### src/rtl/axi_xbar_pkg.sv
`default_nettype none

package axi_xbar_pkg;

    localparam int ADDR_W = 32;
    localparam int DATA_W = 32;

    typedef logic [ADDR_W-1:0]   addr_t;
    typedef logic [DATA_W-1:0]   data_t;
    typedef logic [DATA_W/8-1:0] strb_t;

    // AXI response encoding
    typedef enum logic [1:0] {
        OKAY   = 2'b00,
        SLVERR = 2'b10,
        DECERR = 2'b11
    } resp_t;

    // Write address and data travel in one request beat
    typedef struct packed {
        addr_t addr;
        logic  write;
        data_t wdata;
        strb_t wstrb;
    } xbar_req_t;

    typedef struct packed {
        data_t rdata;
        resp_t resp;
    } xbar_rsp_t;

    typedef enum logic {
        IDLE = 1'b0,
        BUSY = 1'b1
    } arb_state_t;

endpackage

`default_nettype wire

### src/rtl/axi_addr_decode.sv
`timescale 1ns/10ps
`default_nettype none

module axi_addr_decode #(
    parameter int N_SLV = 2,
    parameter logic [N_SLV*axi_xbar_pkg::ADDR_W-1:0] SLV_START = '0,
    parameter logic [N_SLV*axi_xbar_pkg::ADDR_W-1:0] SLV_END = '0
) (
    input  axi_xbar_pkg::addr_t i_addr,
    output logic [N_SLV-1:0]    o_slv_sel,
    output logic                o_dec_err
);

    localparam int AW = axi_xbar_pkg::ADDR_W;

    // Inclusive window compare per slave
    always_comb begin
        o_slv_sel = '0;
        for (int s = 0; s < N_SLV; s++) begin
            if ((i_addr >= SLV_START[s*AW +: AW]) && (i_addr <= SLV_END[s*AW +: AW])) begin
                o_slv_sel[s] = 1'b1;
            end
        end
    end

    // Unmapped address goes to the error responder
    assign o_dec_err = ~|o_slv_sel;

    // Overlapping windows in the map would select two slaves at once
    always_comb begin
        assert final ($onehot0(o_slv_sel))
            else $error("address %h matches more than one slave window", i_addr);
    end

endmodule

`default_nettype wire

### config.mk
export PLATFORM = sky130hd
export DESIGN_NAME = axi_addr_decode
export DESIGN_NICKNAME = d
export VERILOG_FILES = /design/src/rtl/axi_xbar_pkg.sv /design/src/rtl/axi_addr_decode.sv
export SDC_FILE = /design/constraint.sdc
export NUM_CORES = 1
export LEC_CHECK = 0
export ABC_AREA = 1
export BUFFER_PORTS_ARGS = -buffer_cell sky130_fd_sc_hd__buf_2
export CAP_MARGIN = 15
export CORE_AREA = 2 2 39 41
export DETAILED_ROUTE_END_ITERATION = 8
export DIE_AREA = 0 0 41 43
export GPL_TIMING_DRIVEN = 0
export PLACE_DENSITY = 0.61
export SLEW_MARGIN = 20
export SYNTH_ARGS = -nofsm -noshare
export SYNTH_HDL_FRONTEND = slang
export SYNTH_SLANG_ARGS = --single-unit
### constraint.sdc
create_clock -name vclk -period 1.44
set_input_delay 0.144 -clock vclk [all_inputs]
set_output_delay 0.144 -clock vclk [all_outputs]
set_load 0.05 [all_outputs]
==> results.md <==
- Status: finished clean
- Seq/Total Area, Yosys: 0%
- Layout fillers: 165
- FFs & Latches: 0
- Pre-Repair DR Iteration Count: 4
- Final antenna-violating net count: 0
- Commonest non-fill, non-tap cells in the layout: buf_2, nor2_1, nand2_1, inv_1, nand3_1
- Top Ports: 35
- Worst Path Max Fanout: 2
- Fin Setup TNS: 0 ns
- GRT Total Usage: 7.393%
- Post-Syn Area per Cell: 3.965 sq um
- FF+latch area: 0 sq um
- Final hold vios: 0
- DRC Markers: 0
- Via count: 444
- Largest net degree at the start of global routing: 3
- Area delta synth->final: 76.70%
- Die height: 43 microns
- Initial drt markers: 2
- Worst path required time: 1.30 ns
- Core Area: 1384 sq um
- CP delay by family, top: simple AND/OR/NAND/NOR gates
- Leak: 0.3050 nW
- Die area: 1763 sq um
- Placer Congestion: 0.6627
- Final setup vio count: 0
- Nets: 134
- VDD IR-drop max: 0.04402 mV
- Max incr delay on CP: 0.25 ns
- Site Rows: 14
- CP endpoint kind: primary output
- Synth area leaders: nor2_1, inv_1, nand2_1, nand3_1, buf_4
- Synthesized area: 257.7 sq um
- Yosys top cell by area: nor2_1
- PortBufs: 35
- Netlist cell types: 7
- Cells after Synth: 65
- Post-DR wirelength/cell: 6.009 microns
- Post-DP HPWL: 680.1 microns
- Critical-path cell list: buf_2 > nor2_1 > nand2_1 > nor2_1 > nand2_1 > nor2_2 > buf_4 > buf_2
- Crit Path Class: in -> out
- Worst setup margin: 0.2187 ns
- Worst rel slew slack: 83.34%
- Commonest non-fill, non-tap cell in the layout: buf_2
- Clock buffer count: 0
- CP Data Arrival Time: 1.08 ns
- Max_cap viols: 0
- Post-cts sizing count: 0
- HP Class: in -> out
- Setup Fix Bufs, Post-CTS: 0
- Max-slew violations: 0
- Startpoint Class: input pin
- Cts hold-fix bufs: 0
- Antenna cells: 0
- Syn nets: 97
- First-pass GRT wire length: 1007 microns
- Initial Util: 18.63%
- RSZ-0062 raised after global routing: false
- Vias per inst: 3.828
- Actual slew at the worst max-slew pin: 0.2516 ns
- Top-area cell type share of the netlist area: 32.04%
- Period Utilization, post-route: 84.81%
- Crit path buffers/inverters: 3
- Routed Wire Length: 697 microns
- Fin crit period: 1.221 ns
- Place WS: 0.2111 ns
- PwrDens: 164.3 nW/um^2
- Yosys warnings: 0
- Crit-path slowest cell: buf_2
- Max Fclk: 818.8 MHz
- Total congestion overflow: 0
- Layout cells sized above 1: 38.00%
- Initial antenna violation count: 0
- Die W: 41 microns
- Vias in the first global route: 313
[cell families after synthesis]
logic type             Yosys count  synth area share, %
and+or+nand+nor                 46                70.88
buffers and inverters           19                29.13
[worst paths after layout]
path  startpoint            to  slack (ns)  cells past startpoint
max   i_addr[31]  o_slv_sel[1]        0.22                      8
min    i_addr[3]     o_dec_err        0.79                      6
[stage by stage]
step	power (mW)	instances	hold WS [ns]	area, sq um	utilization (%)
6_report	0.07484	116	0.7926	455.4	32.91
3_5_place_dp	0.07619	116	0.7925	455.4	32.91
5_1_grt	0.08557	116	0.8285	455.4	32.91
4_1_cts	0.07638	116	0.7949	455.4	32.91
3_3_place_gp	0.07288	116	0.7912	455.4	32.91
2_1_floorplan	0.02881	65	0.5594	260.3	-
[metal layers]
| metal | GRT usage, % | vias to the layer above | wire [microns] | part of all wire, % |
|---|---|---|---|---|
| met3 | 0 | 0 | 64 | 9.2 |
| met2 | 13.44 | 16 | 348 | 50 |
| li1 | - | 253 | - | - |
| met1 | 9.810 | 175 | 284 | 41 |
| met5 | 0 | - | 0 | 0 |
| met4 | 0 | 0 | 0 | 0 |
[power by group]
part / internal, mW / total (mW) / switching, mW
Clock: 0 / 0 / 0
Combinational: 0.0423 / 0.0748 / 0.0326
Sequential: 0 / 0 / 0
Total: 0.0423 / 0.0748 / 0.0326
[cells in the mapped netlist (all sizes together)]
cell type and count:
buf 1, inv 18, nand3 4, nor2 23, nand4 1, nand2 18
[cell type report]
class	instances	area, sq um	share of cell area (%)
multi-input cells	46	185.2	40.66
plain buffers	1	7.507	1.648
well taps	16	20.02	4.396
repair buffers	35	175.2	38.46
inverters	18	67.56	14.84
Note: power is estimated with default switching activity, not from simulation.
