==> src/rtl/axi_xbar_pkg.sv <==
`default_nettype none

package axi_xbar_pkg;

    localparam int ADDR_W = 32;
    localparam int DATA_W = 32;

    typedef logic [ADDR_W-1:0]   addr_t;
    typedef logic [DATA_W-1:0]   data_t;
    typedef logic [DATA_W/8-1:0] strb_t;

    // AXI response encoding
    typedef enum logic [1:0] {
        OKAY   = 2'b00,
        SLVERR = 2'b10,
        DECERR = 2'b11
    } resp_t;

    // Write address and data travel in one request beat
    typedef struct packed {
        addr_t addr;
        logic  write;
        data_t wdata;
        strb_t wstrb;
    } xbar_req_t;

    typedef struct packed {
        data_t rdata;
        resp_t resp;
    } xbar_rsp_t;

    typedef enum logic {
        IDLE = 1'b0,
        BUSY = 1'b1
    } arb_state_t;

endpackage

`default_nettype wire

==> src/rtl/axi_xbar_route.sv <==
`timescale 1ns/10ps
`default_nettype none

module axi_xbar_route #(
    parameter int N_MST = 2,
    parameter int N_SLV = 2
) (
    // Master side
    input  logic [N_MST-1:0]                          i_m_req_valid,
    input  axi_xbar_pkg::xbar_req_t [N_MST-1:0]       i_m_req,
    output logic [N_MST-1:0]                          o_m_req_ready,
    output logic [N_MST-1:0]                          o_m_rsp_valid,
    output axi_xbar_pkg::xbar_rsp_t [N_MST-1:0]       o_m_rsp,
    input  logic [N_MST-1:0]                          i_m_rsp_ready,
    // Slave side
    output logic [N_SLV-1:0]                          o_s_req_valid,
    output axi_xbar_pkg::xbar_req_t [N_SLV-1:0]       o_s_req,
    input  logic [N_SLV-1:0]                          i_s_req_ready,
    input  logic [N_SLV-1:0]                          i_s_rsp_valid,
    input  axi_xbar_pkg::xbar_rsp_t [N_SLV-1:0]       i_s_rsp,
    output logic [N_SLV-1:0]                          o_s_rsp_ready,
    // Decode results
    input  logic [N_MST-1:0][N_SLV-1:0]               i_slv_sel,
    input  logic [N_MST-1:0]                          i_dec_err,
    // Arbiters
    input  logic [N_SLV-1:0][N_MST-1:0]               i_grant,
    output logic [N_SLV-1:0][N_MST-1:0]               o_arb_req,
    output logic [N_SLV-1:0]                          o_arb_done,
    // Error responder slots
    output logic [N_MST-1:0]                          o_err_req_valid,
    input  logic [N_MST-1:0]                          i_err_req_ready,
    input  logic [N_MST-1:0]                          i_err_rsp_valid,
    input  axi_xbar_pkg::xbar_rsp_t [N_MST-1:0]       i_err_rsp,
    output logic [N_MST-1:0]                          o_err_rsp_ready
);

    // Master holds a grant on some slave
    logic [N_MST-1:0] m_granted;

    always_comb begin
        for (int s = 0; s < N_SLV; s++) begin
            for (int m = 0; m < N_MST; m++) begin
                o_arb_req[s][m] = i_m_req_valid[m] & i_slv_sel[m][s];
            end
        end
    end

    // Each slave port driven by its granted master
    always_comb begin
        for (int s = 0; s < N_SLV; s++) begin
            o_s_req_valid[s] = 1'b0;
            o_s_req[s] = '0;
            for (int m = 0; m < N_MST; m++) begin
                if (i_grant[s][m]) begin
                    o_s_req_valid[s] = i_m_req_valid[m];
                    o_s_req[s] = i_m_req[m];
                end
            end
        end
    end

    assign o_err_req_valid = i_m_req_valid & i_dec_err;

    always_comb begin
        for (int m = 0; m < N_MST; m++) begin
            m_granted[m] = 1'b0;
            o_m_req_ready[m] = o_err_req_valid[m] & i_err_req_ready[m];
            for (int s = 0; s < N_SLV; s++) begin
                if (i_grant[s][m]) begin
                    m_granted[m] = 1'b1;
                    o_m_req_ready[m] = i_m_req_valid[m] & i_s_req_ready[s];
                end
            end
        end
    end

    // Error slot answers unless a slave is granted
    always_comb begin
        for (int m = 0; m < N_MST; m++) begin
            o_m_rsp_valid[m] = i_err_rsp_valid[m];
            o_m_rsp[m] = i_err_rsp[m];
            for (int s = 0; s < N_SLV; s++) begin
                if (i_grant[s][m]) begin
                    o_m_rsp_valid[m] = i_s_rsp_valid[s];
                    o_m_rsp[m] = i_s_rsp[s];
                end
            end
        end
    end

    assign o_err_rsp_ready = i_m_rsp_ready & ~m_granted;

    always_comb begin
        for (int s = 0; s < N_SLV; s++) begin
            o_s_rsp_ready[s] = |(i_grant[s] & i_m_rsp_ready);
        end
    end

    // Lock released on the response handshake
    assign o_arb_done = i_s_rsp_valid & o_s_rsp_ready;

endmodule

`default_nettype wire

==> config.mk <==
export PLATFORM = sky130hd
export DESIGN_NAME = axi_xbar_route
export DESIGN_NICKNAME = d
export VERILOG_FILES = /design/src/rtl/axi_xbar_pkg.sv /design/src/rtl/axi_xbar_route.sv
export SDC_FILE = /design/constraint.sdc
export NUM_CORES = 1
export LEC_CHECK = 0
export BUFFER_PORTS_ARGS = -buffer_cell sky130_fd_sc_hd__buf_2
export CORE_AREA = 2 2 201 203
export DETAILED_ROUTE_END_ITERATION = 12
export DIE_AREA = 0 0 203 205
export GPL_TIMING_DRIVEN = 1
export PLACE_DENSITY = 0.42
export SYNTH_ARGS = -nofsm -noshare
export SYNTH_HDL_FRONTEND = slang
export SYNTH_SLANG_ARGS = --single-unit
==> constraint.sdc <==
create_clock -name vclk -period 2.75
set_clock_uncertainty 0.05 [all_clocks]
set_input_delay 0.4125 -clock vclk [all_inputs]
set_output_delay 0.4125 -clock vclk [all_outputs]
set_load 0.05 [all_outputs]
==> results of run 1 <==
==> placed cells by master, fill, tap and decap left out <==
cell	instances
inv_1	3
buf_4	18
nor2b_4	2
a21oi_1	2
nand2_1	70
mux2i_1	70
and2_1	8
a221oi_2	1
a221oi_1	1
nor3b_1	2
buf_2	507
nand3b_1	2
buf_12	19
a22o_1	142
o21ai_1	29
o21ai_0	41
==> cell type report <==
type               instances  area [sq um]  share of cell area, %
repair buffers           544          3050                   47.6
inverters                  3          11.3                  0.175
well taps                525           657                   10.2
multi-input cells        370          2700                   42.0
==> through the flow <==
stage | worst slack (ns) | util (%) | cell area (sq um)
after floorplan | 0.215 | - | 3100
after global placement | 0.576 | 16.3 | 6420
after detailed placement | 0.534 | 16.3 | 6420
after CTS | 0.532 | 16.3 | 6420
after global routing | 0.466 | 16.3 | 6420
final | 0.517 | 16.3 | 6420
==> logic make-up (layout without fill, tap and decap cells) <==
group	after synthesis	after routing	share of synthesized area, %
buf+inv	60	547	13.1
compound gates	216	216	52.6
mux	70	70	22.6
simple gates	84	84	11.7
==> layer usage <==
metal | global-route usage [%] | up-vias
li1 | - | 2649
met4 | 2.66 | 2
met3 | 0.891 | 44
met1 | 10.9 | 2607
met2 | 16.5 | 370
met5 | 0 | -
==> cells in the mapped netlist <==
| master | n | area, sq um |
|---|---|---|
| a22o_1 | 142 | 1240 |
| mux2i_1 | 70 | 701 |
| nand2_1 | 70 | 263 |
| o21ai_0 | 41 | 205 |
| o21ai_1 | 29 | 145 |
| buf_6 | 18 | 203 |
| clkbuf_1 | 18 | 67.6 |
| buf_2 | 12 | 60.1 |
| and2_1 | 8 | 50.1 |
| buf_4 | 8 | 60.1 |
| inv_1 | 3 | 11.3 |
| a21oi_1 | 2 | 10.0 |
| nand3b_1 | 2 | 15.0 |
| nor3b_1 | 2 | 15.0 |
| a221oi_1 | 1 | 8.76 |
| a221oi_2 | 1 | 15.0 |
| buf_1 | 1 | 3.75 |
| nor2b_1 | 1 | 6.26 |
| nor2b_4 | 1 | 13.8 |
==> power by group <==
group          switching (W)  internal, W  leakage (nW)
Combinational        0.00141     0.000596          3.59
Sequential                 0            0             0
Clock                      0            0             0
Total                0.00141     0.000596          3.59
==> worst min-delay path, delay by kind of cell <==
family,cells,cell delay [ns]
buffers and inverters,2,0.30
and+or+nand+nor,1,0.04
AOI/OAI and AO/OA,1,0.05
==> final timing paths <==
kind | startpoint | endpoint | slack [ns] | cells after the start
worst min-delay path | i_s_rsp[38] | o_m_rsp[38] | 1.17 | 4
worst max-delay path | i_grant[1] | o_s_req[68] | 0.52 | 5
==> reports/results.txt, run 1 <==
Status: finished clean
NumNets Final: 1,215
Dpl hpwl: 18.4 mm
Buf/Inv on CP: 4
LEAKAGE: 3.59 nW
Post-route ant nets: 0
Post-CTS setup buffers: 0
Synthesized area: 0.00310 sq mm
Cell breakdown of the critical path: buf_4 > buf_12 > buf_4 > a22o_1 > buf_2
Slew of the pin with the lowest slew margin: 0.422 ns
Max Clk Rate: 448 MHz
Total power: 0.00200 W
Grt total ovfl: 0
Pwr Density: 312 mW/mm^2
# hold bufs at CTS: 0
Starting Density: 7.87%
I/O Buffers: 520
Share of cells above drive strength 1: 59.7%
GRT Overall Usage: 8.96%
Post-route clock period utilization: 81.2%
Max Cap Violations: 0
TritonRoute pass-1 iters: 5
CP startpoint kind: input port
Die Wd: 203 microns
Max layer used: met5
Setup TNS Final: 0 ns
Sequential Area: 0 sq um
Routed wire length: 21.8 mm
Final setup viols: 0
CP Class: input port to primary output
Cell mode on critical path: buf_4
Synth warn: 0
DRC: 0
VDD IR max: 0.0904 mV
Vias: 5,672
Top delay family on crit path: buffers and inverters
Syn_area_per_cell: 7.20 sq um
Largest net degree at the start of global routing: 75
Seq_cells: 0
CP max FO: 36
Iter 0 DRT Violations: 416
Post-synth cell types: 19
Inst Count DP: 1,442
Slew headroom: 71.9%
Met3 WL post-DR: 1.73 mm
Finished Layout Cells: 1,442
Vias in the first global route: 5,278
Final hold violations: 0
Cell count after synthesis: 430
CP endpoint kind: primary output
Resized Gates After CTS: 0
Max-slew violations: 0
Routed wire length per instance: 15.1 microns
Chip height: 205 microns
Layout clock buffer count: 0
Global-route wire length before repair: 29.8 mm
Rows: 73
Routability-driven placement congestion ratio: 0.877
Worst Path Arrival: 1.77 ns
Seq/Total Area, Yosys: 0%
Initial antenna violation count: 2
Core area: 0.0394 sq mm
P&R area growth vs syn: 107%
RSZ-0062 raised after global routing: no
Slowest CP cell: buf_4
CP Data Required Time: 2.29 ns
IO Pins: 520
Fin crit period: 2.23 ns
Drt via density: 3.93
Hold/Removal Path Class: input port to primary output
M1 wire length: 8.41 mm
Metal2 WL: 11.0 mm
Die ar.: 0.0416 sq mm
Mapped Nets: 726
ANT cells: 0
Crit-path max cell delay: 0.34 ns
Worst hold slack: 1.17 ns
Fill count: 4,507
Power figures use the tool's default switching activity.
==> run 2, diff against run 1 <==
--- a/config.mk
+++ b/config.mk
@@ -6,9 +6,9 @@
 export NUM_CORES = 1
 export LEC_CHECK = 0
 export BUFFER_PORTS_ARGS = -buffer_cell sky130_fd_sc_hd__buf_2
-export CORE_AREA = 2 2 201 203
+export CORE_AREA = 2 2 202 204
 export DETAILED_ROUTE_END_ITERATION = 12
-export DIE_AREA = 0 0 203 205
+export DIE_AREA = 0 0 204 206
 export GPL_TIMING_DRIVEN = 1
 export PLACE_DENSITY = 0.42
 export SYNTH_ARGS = -nofsm -noshare
==> constraint.sdc (replaced) <==
create_clock -name vclk -period 2.2
set_clock_uncertainty 0.05 [all_clocks]
set_input_delay 0.33 -clock vclk [all_inputs]
set_output_delay 0.33 -clock vclk [all_outputs]
set_load 0.05 [all_outputs]
==> reports/results.txt, run 2 (synthesized netlist as in run 1, its figures left out) <==
Slew of the pin with the lowest slew margin: 0.337 ns
CP max FO: 27
Resized Gates After CTS: 0
RSZ-0062 raised after global routing: no
Routed wire length per instance: 14.8 microns
GRT Overall Usage: 8.75%
Share of cells above drive strength 1: 60.4%
Final setup viols: 0
Largest net degree at the start of global routing: 55
Pwr Density: 388 mW/mm^2
Post-route clock period utilization: 86.2%
Final hold violations: 0
Vias: 5,671
Dpl hpwl: 18.5 mm
Iter 0 DRT Violations: 314
Grt total ovfl: 0
Most frequent cells in the layout: buf_2 (511), a22o_1 (142), mux2i_1 (70), nand2_1 (70), o21ai_1 (64)
Setup TNS Final: 0 ns
P&R area growth vs syn: 110%
Global-route wire length before repair: 29.4 mm
Max-slew violations: 0
CP startpoint kind: input port
Slew headroom: 76.9%
Die Wd: 204 microns
Max Cap Violations: 0
Core area: 0.0402 sq mm
Initial antenna violation count: 2
TritonRoute pass-1 iters: 5
NumNets Final: 1,225
CP Class: input port to primary output
IO Pins: 520
Post-route ant nets: 0
Worst Path Arrival: 1.52 ns
CP Data Required Time: 1.82 ns
Finished Layout Cells: 1,460
Rows: 74
Die ar.: 0.0420 sq mm
Final Worst Setup Slack: 0.303 ns
Starting Density: 7.71%
Most common cell after layout, fill and taps aside: buf_2
Chip height: 206 microns
DRC: 0
# hold bufs at CTS: 0
VDD IR max: 0.132 mV
I/O Buffers: 520
Worst hold slack: 1.01 ns
Hold/Removal Path Class: input port to primary output
Layout clock buffer count: 0
Max Clk Rate: 527 MHz
Routed wire length: 21.6 mm
Seq_cells: 0
Routability-driven placement congestion ratio: 0.887
LEAKAGE: 3.65 nW
Status: finished clean
CP endpoint kind: primary output
Post-CTS setup buffers: 0
Fin crit period: 1.90 ns
Place WS: 0.275 ns
Vias in the first global route: 5,139
Drt via density: 3.88
Sequential Area: 0 sq um
Inst Count DP: 1,459
## run 2: cell count changes in the layout (fill, tap and decap cells not counted), sizes merged
cell,delta
diode,+1
buf,+10
## run 2: worst paths after layout
check                  startpoint           end  slack, ns  depth (start not counted)
worst max-delay path   i_grant[2]  o_s_req[133]       0.30                          6
worst min-delay path  i_s_rsp[45]   o_m_rsp[45]       1.01                          4
## run 2: metrics by stage
| stage | power, W | instance area (sq um) | utilization, % |
|---|---|---|---|
| 6_report | 0.00253 | 6510 | 16.2 |
| 5_1_grt | 0.00265 | 6510 | 16.2 |
| 4_1_cts | 0.00253 | 6510 | 16.2 |
| 3_5_place_dp | 0.00253 | 6510 | 16.2 |
| 3_3_place_gp | 0.00253 | 6510 | 16.2 |
| 2_1_floorplan | 0.00171 | 3110 | - |
## run 2: layer usage
layer	up-vias	track usage, %	share of wire (%)
li1	2675	-	-
met1	2627	10.6	39
met2	343	16.3	51
met3	24	1.18	8.2
met4	2	2.04	2.3
met5	-	0	0.060
## run 2: layout make-up
cell class	instances	area (sq um)
well taps	532	666
repair buffers	554	3120
diodes	1	2.50
multi-input cells	370	2720
fillers	4632	33700
inverters	3	11.3
## run 2: critical path, stage by stage
cell and delay [ns]:
buf_2 0.21, nor2b_4 0.20, buf_12 0.17, buf_12 0.18
a22o_1 0.14, buf_2 0.26
## run 2: report_power, final
group / internal, W / switching, W
clock network: 0.0000000000608 / 0
logic: 0.000759 / 0.00177
registers: 0 / 0
==> run 3, diff against run 2 <==
--- a/config.mk
+++ b/config.mk
@@ -6,9 +6,9 @@
 export NUM_CORES = 1
 export LEC_CHECK = 0
 export BUFFER_PORTS_ARGS = -buffer_cell sky130_fd_sc_hd__buf_2
-export CORE_AREA = 2 2 202 204
+export CORE_AREA = 2 2 201 203
 export DETAILED_ROUTE_END_ITERATION = 12
-export DIE_AREA = 0 0 204 206
+export DIE_AREA = 0 0 203 205
 export GPL_TIMING_DRIVEN = 1
 export PLACE_DENSITY = 0.42
 export SYNTH_ARGS = -nofsm -noshare
==> constraint.sdc (replaced) <==
create_clock -name vclk -period 2.3
set_clock_uncertainty 0.05 [all_clocks]
set_input_delay 0.345 -clock vclk [all_inputs]
set_output_delay 0.345 -clock vclk [all_outputs]
set_load 0.05 [all_outputs]
==> reports/results.txt, run 3 (synthesized netlist as in run 1, its figures left out) <==
Post-route clock period utilization: 88.3%
Max Clk Rate: 492 MHz
Grt total ovfl: 0
CP Class: input port to primary output
Slew of the pin with the lowest slew margin: 0.570 ns
Worst hold slack: 1.04 ns
Sequential share of power: 0%
Sw frac: 68.9%
P_int: 0.000773 W
Clock power frac: 0%
Final setup viols: 0
Starting Density: 7.87%
CP max FO: 28
Pwr Density: 373 mW/mm^2
IO Pins: 520
CP endpoint kind: primary output
Most common cell after layout, fill and taps aside: buf_2
Dpl hpwl: 19.9 mm
NetSw: 0.00171 W
Status: finished clean
Hold/Removal Path Class: input port to primary output
Initial antenna violation count: 1
LEAKAGE: 3.70 nW
Iter 0 DRT Violations: 366
Routed wire length: 23.3 mm
Hold endpoint: o_m_rsp[63]
Fin crit period: 2.03 ns
Sequential Area: 0 sq um
Most frequent cells in the layout: buf_2 (496), a22o_1 (142), mux2i_1 (70), nand2_1 (70), o21ai_1 (39)
CP Data Required Time: 1.90 ns
Seq_cells: 0
GRT Overall Usage: 9.76%
Slew headroom: 61.6%
Routed wire length per instance: 16.1 microns
Die ar.: 0.0416 sq mm
Setup TNS Final: 0 ns
Post-CTS setup buffers: 0
P&R area growth vs syn: 116%
ANT cells: 0
Finished Layout Cells: 1,450
Chip height: 205 microns
CP startpoint kind: input port
I/O Buffers: 520
Final hold violations: 0
Worst hold start: i_s_rsp[63]
Layout clock buffer count: 0
TritonRoute pass-1 iters: 4
RSZ-0062 raised after global routing: no
NumNets Final: 1,223
Combinational share of power: 100.0%
Rows: 73
Max-slew violations: 0
Largest net degree at the start of global routing: 74
Routability-driven placement congestion ratio: 0.841
Share of cells above drive strength 1: 60.3%
Fill count: 4,487
Vias: 5,657
Global-route wire length before repair: 31.7 mm
VDD IR max: 0.105 mV
Inst Count DP: 1,450
Core Util, Final: 17.0%
Drt via density: 3.90
Worst Path Arrival: 1.64 ns
Core area: 0.0394 sq mm
DRC: 0
Die Wd: 203 microns
Resized Gates After CTS: 0
# hold bufs at CTS: 0
Vias in the first global route: 5,368
Max Cap Violations: 0
Hold depth: 4
Post-route ant nets: 0
==> run 3: final cells by class <==
class / instances / area (sq um) / share of cell area [%]
inverters: 3 / 11.3 / 0.169
multi-input cells: 370 / 2720 / 40.7
well taps: 525 / 657 / 9.84
repair buffers: 552 / 3290 / 49.3
==> run 3: power groups by stage <==
stage	Combinational (W)	Clock (W)	Sequential [W]
floorplan	0.00163	0	0
global placement	0.00250	0	0
detailed placement	0.00250	0	0
CTS	0.00250	0	0
global route	0.00260	0	0
finish	0.00249	0	0
==> run 3: per-stage QoR <==
stage	area, sq um	power, W	setup slack, ns
global placement	6670	0.00250	0.256
global route	6670	0.00260	0.177
detailed placement	6670	0.00250	0.232
CTS	6670	0.00250	0.226
floorplan	3110	0.00163	0.0479
finish	6670	0.00249	0.269
==> run 3: worst max-delay path: stages <==
cell    delay (ns)
buf_4         0.29
buf_12        0.25
buf_4         0.26
a22o_1        0.17
buf_2         0.26
==> run 3: worst max path at each step <==
stage	from	end	slack, ns	depth (start not counted)
2_1_floorplan	i_grant[0]	o_m_rsp[10]	0.05	4
3_3_place_gp	i_grant[0]	o_s_req[26]	0.26	6
3_5_place_dp	i_grant[0]	o_s_req[8]	0.23	6
4_1_cts	i_grant[0]	o_s_req[8]	0.23	6
5_1_grt	i_grant[0]	o_s_req[8]	0.18	6
6_report	i_grant[1]	o_s_req[53]	0.27	5
==> run 3: layer usage <==
layer | GRT usage [%] | part of all wire, %
met2 | 18.4 | 51
met4 | 2.89 | 3.0
met3 | 1.11 | 7.9
met1 | 11.5 | 38
met5 | 0 | 0.034
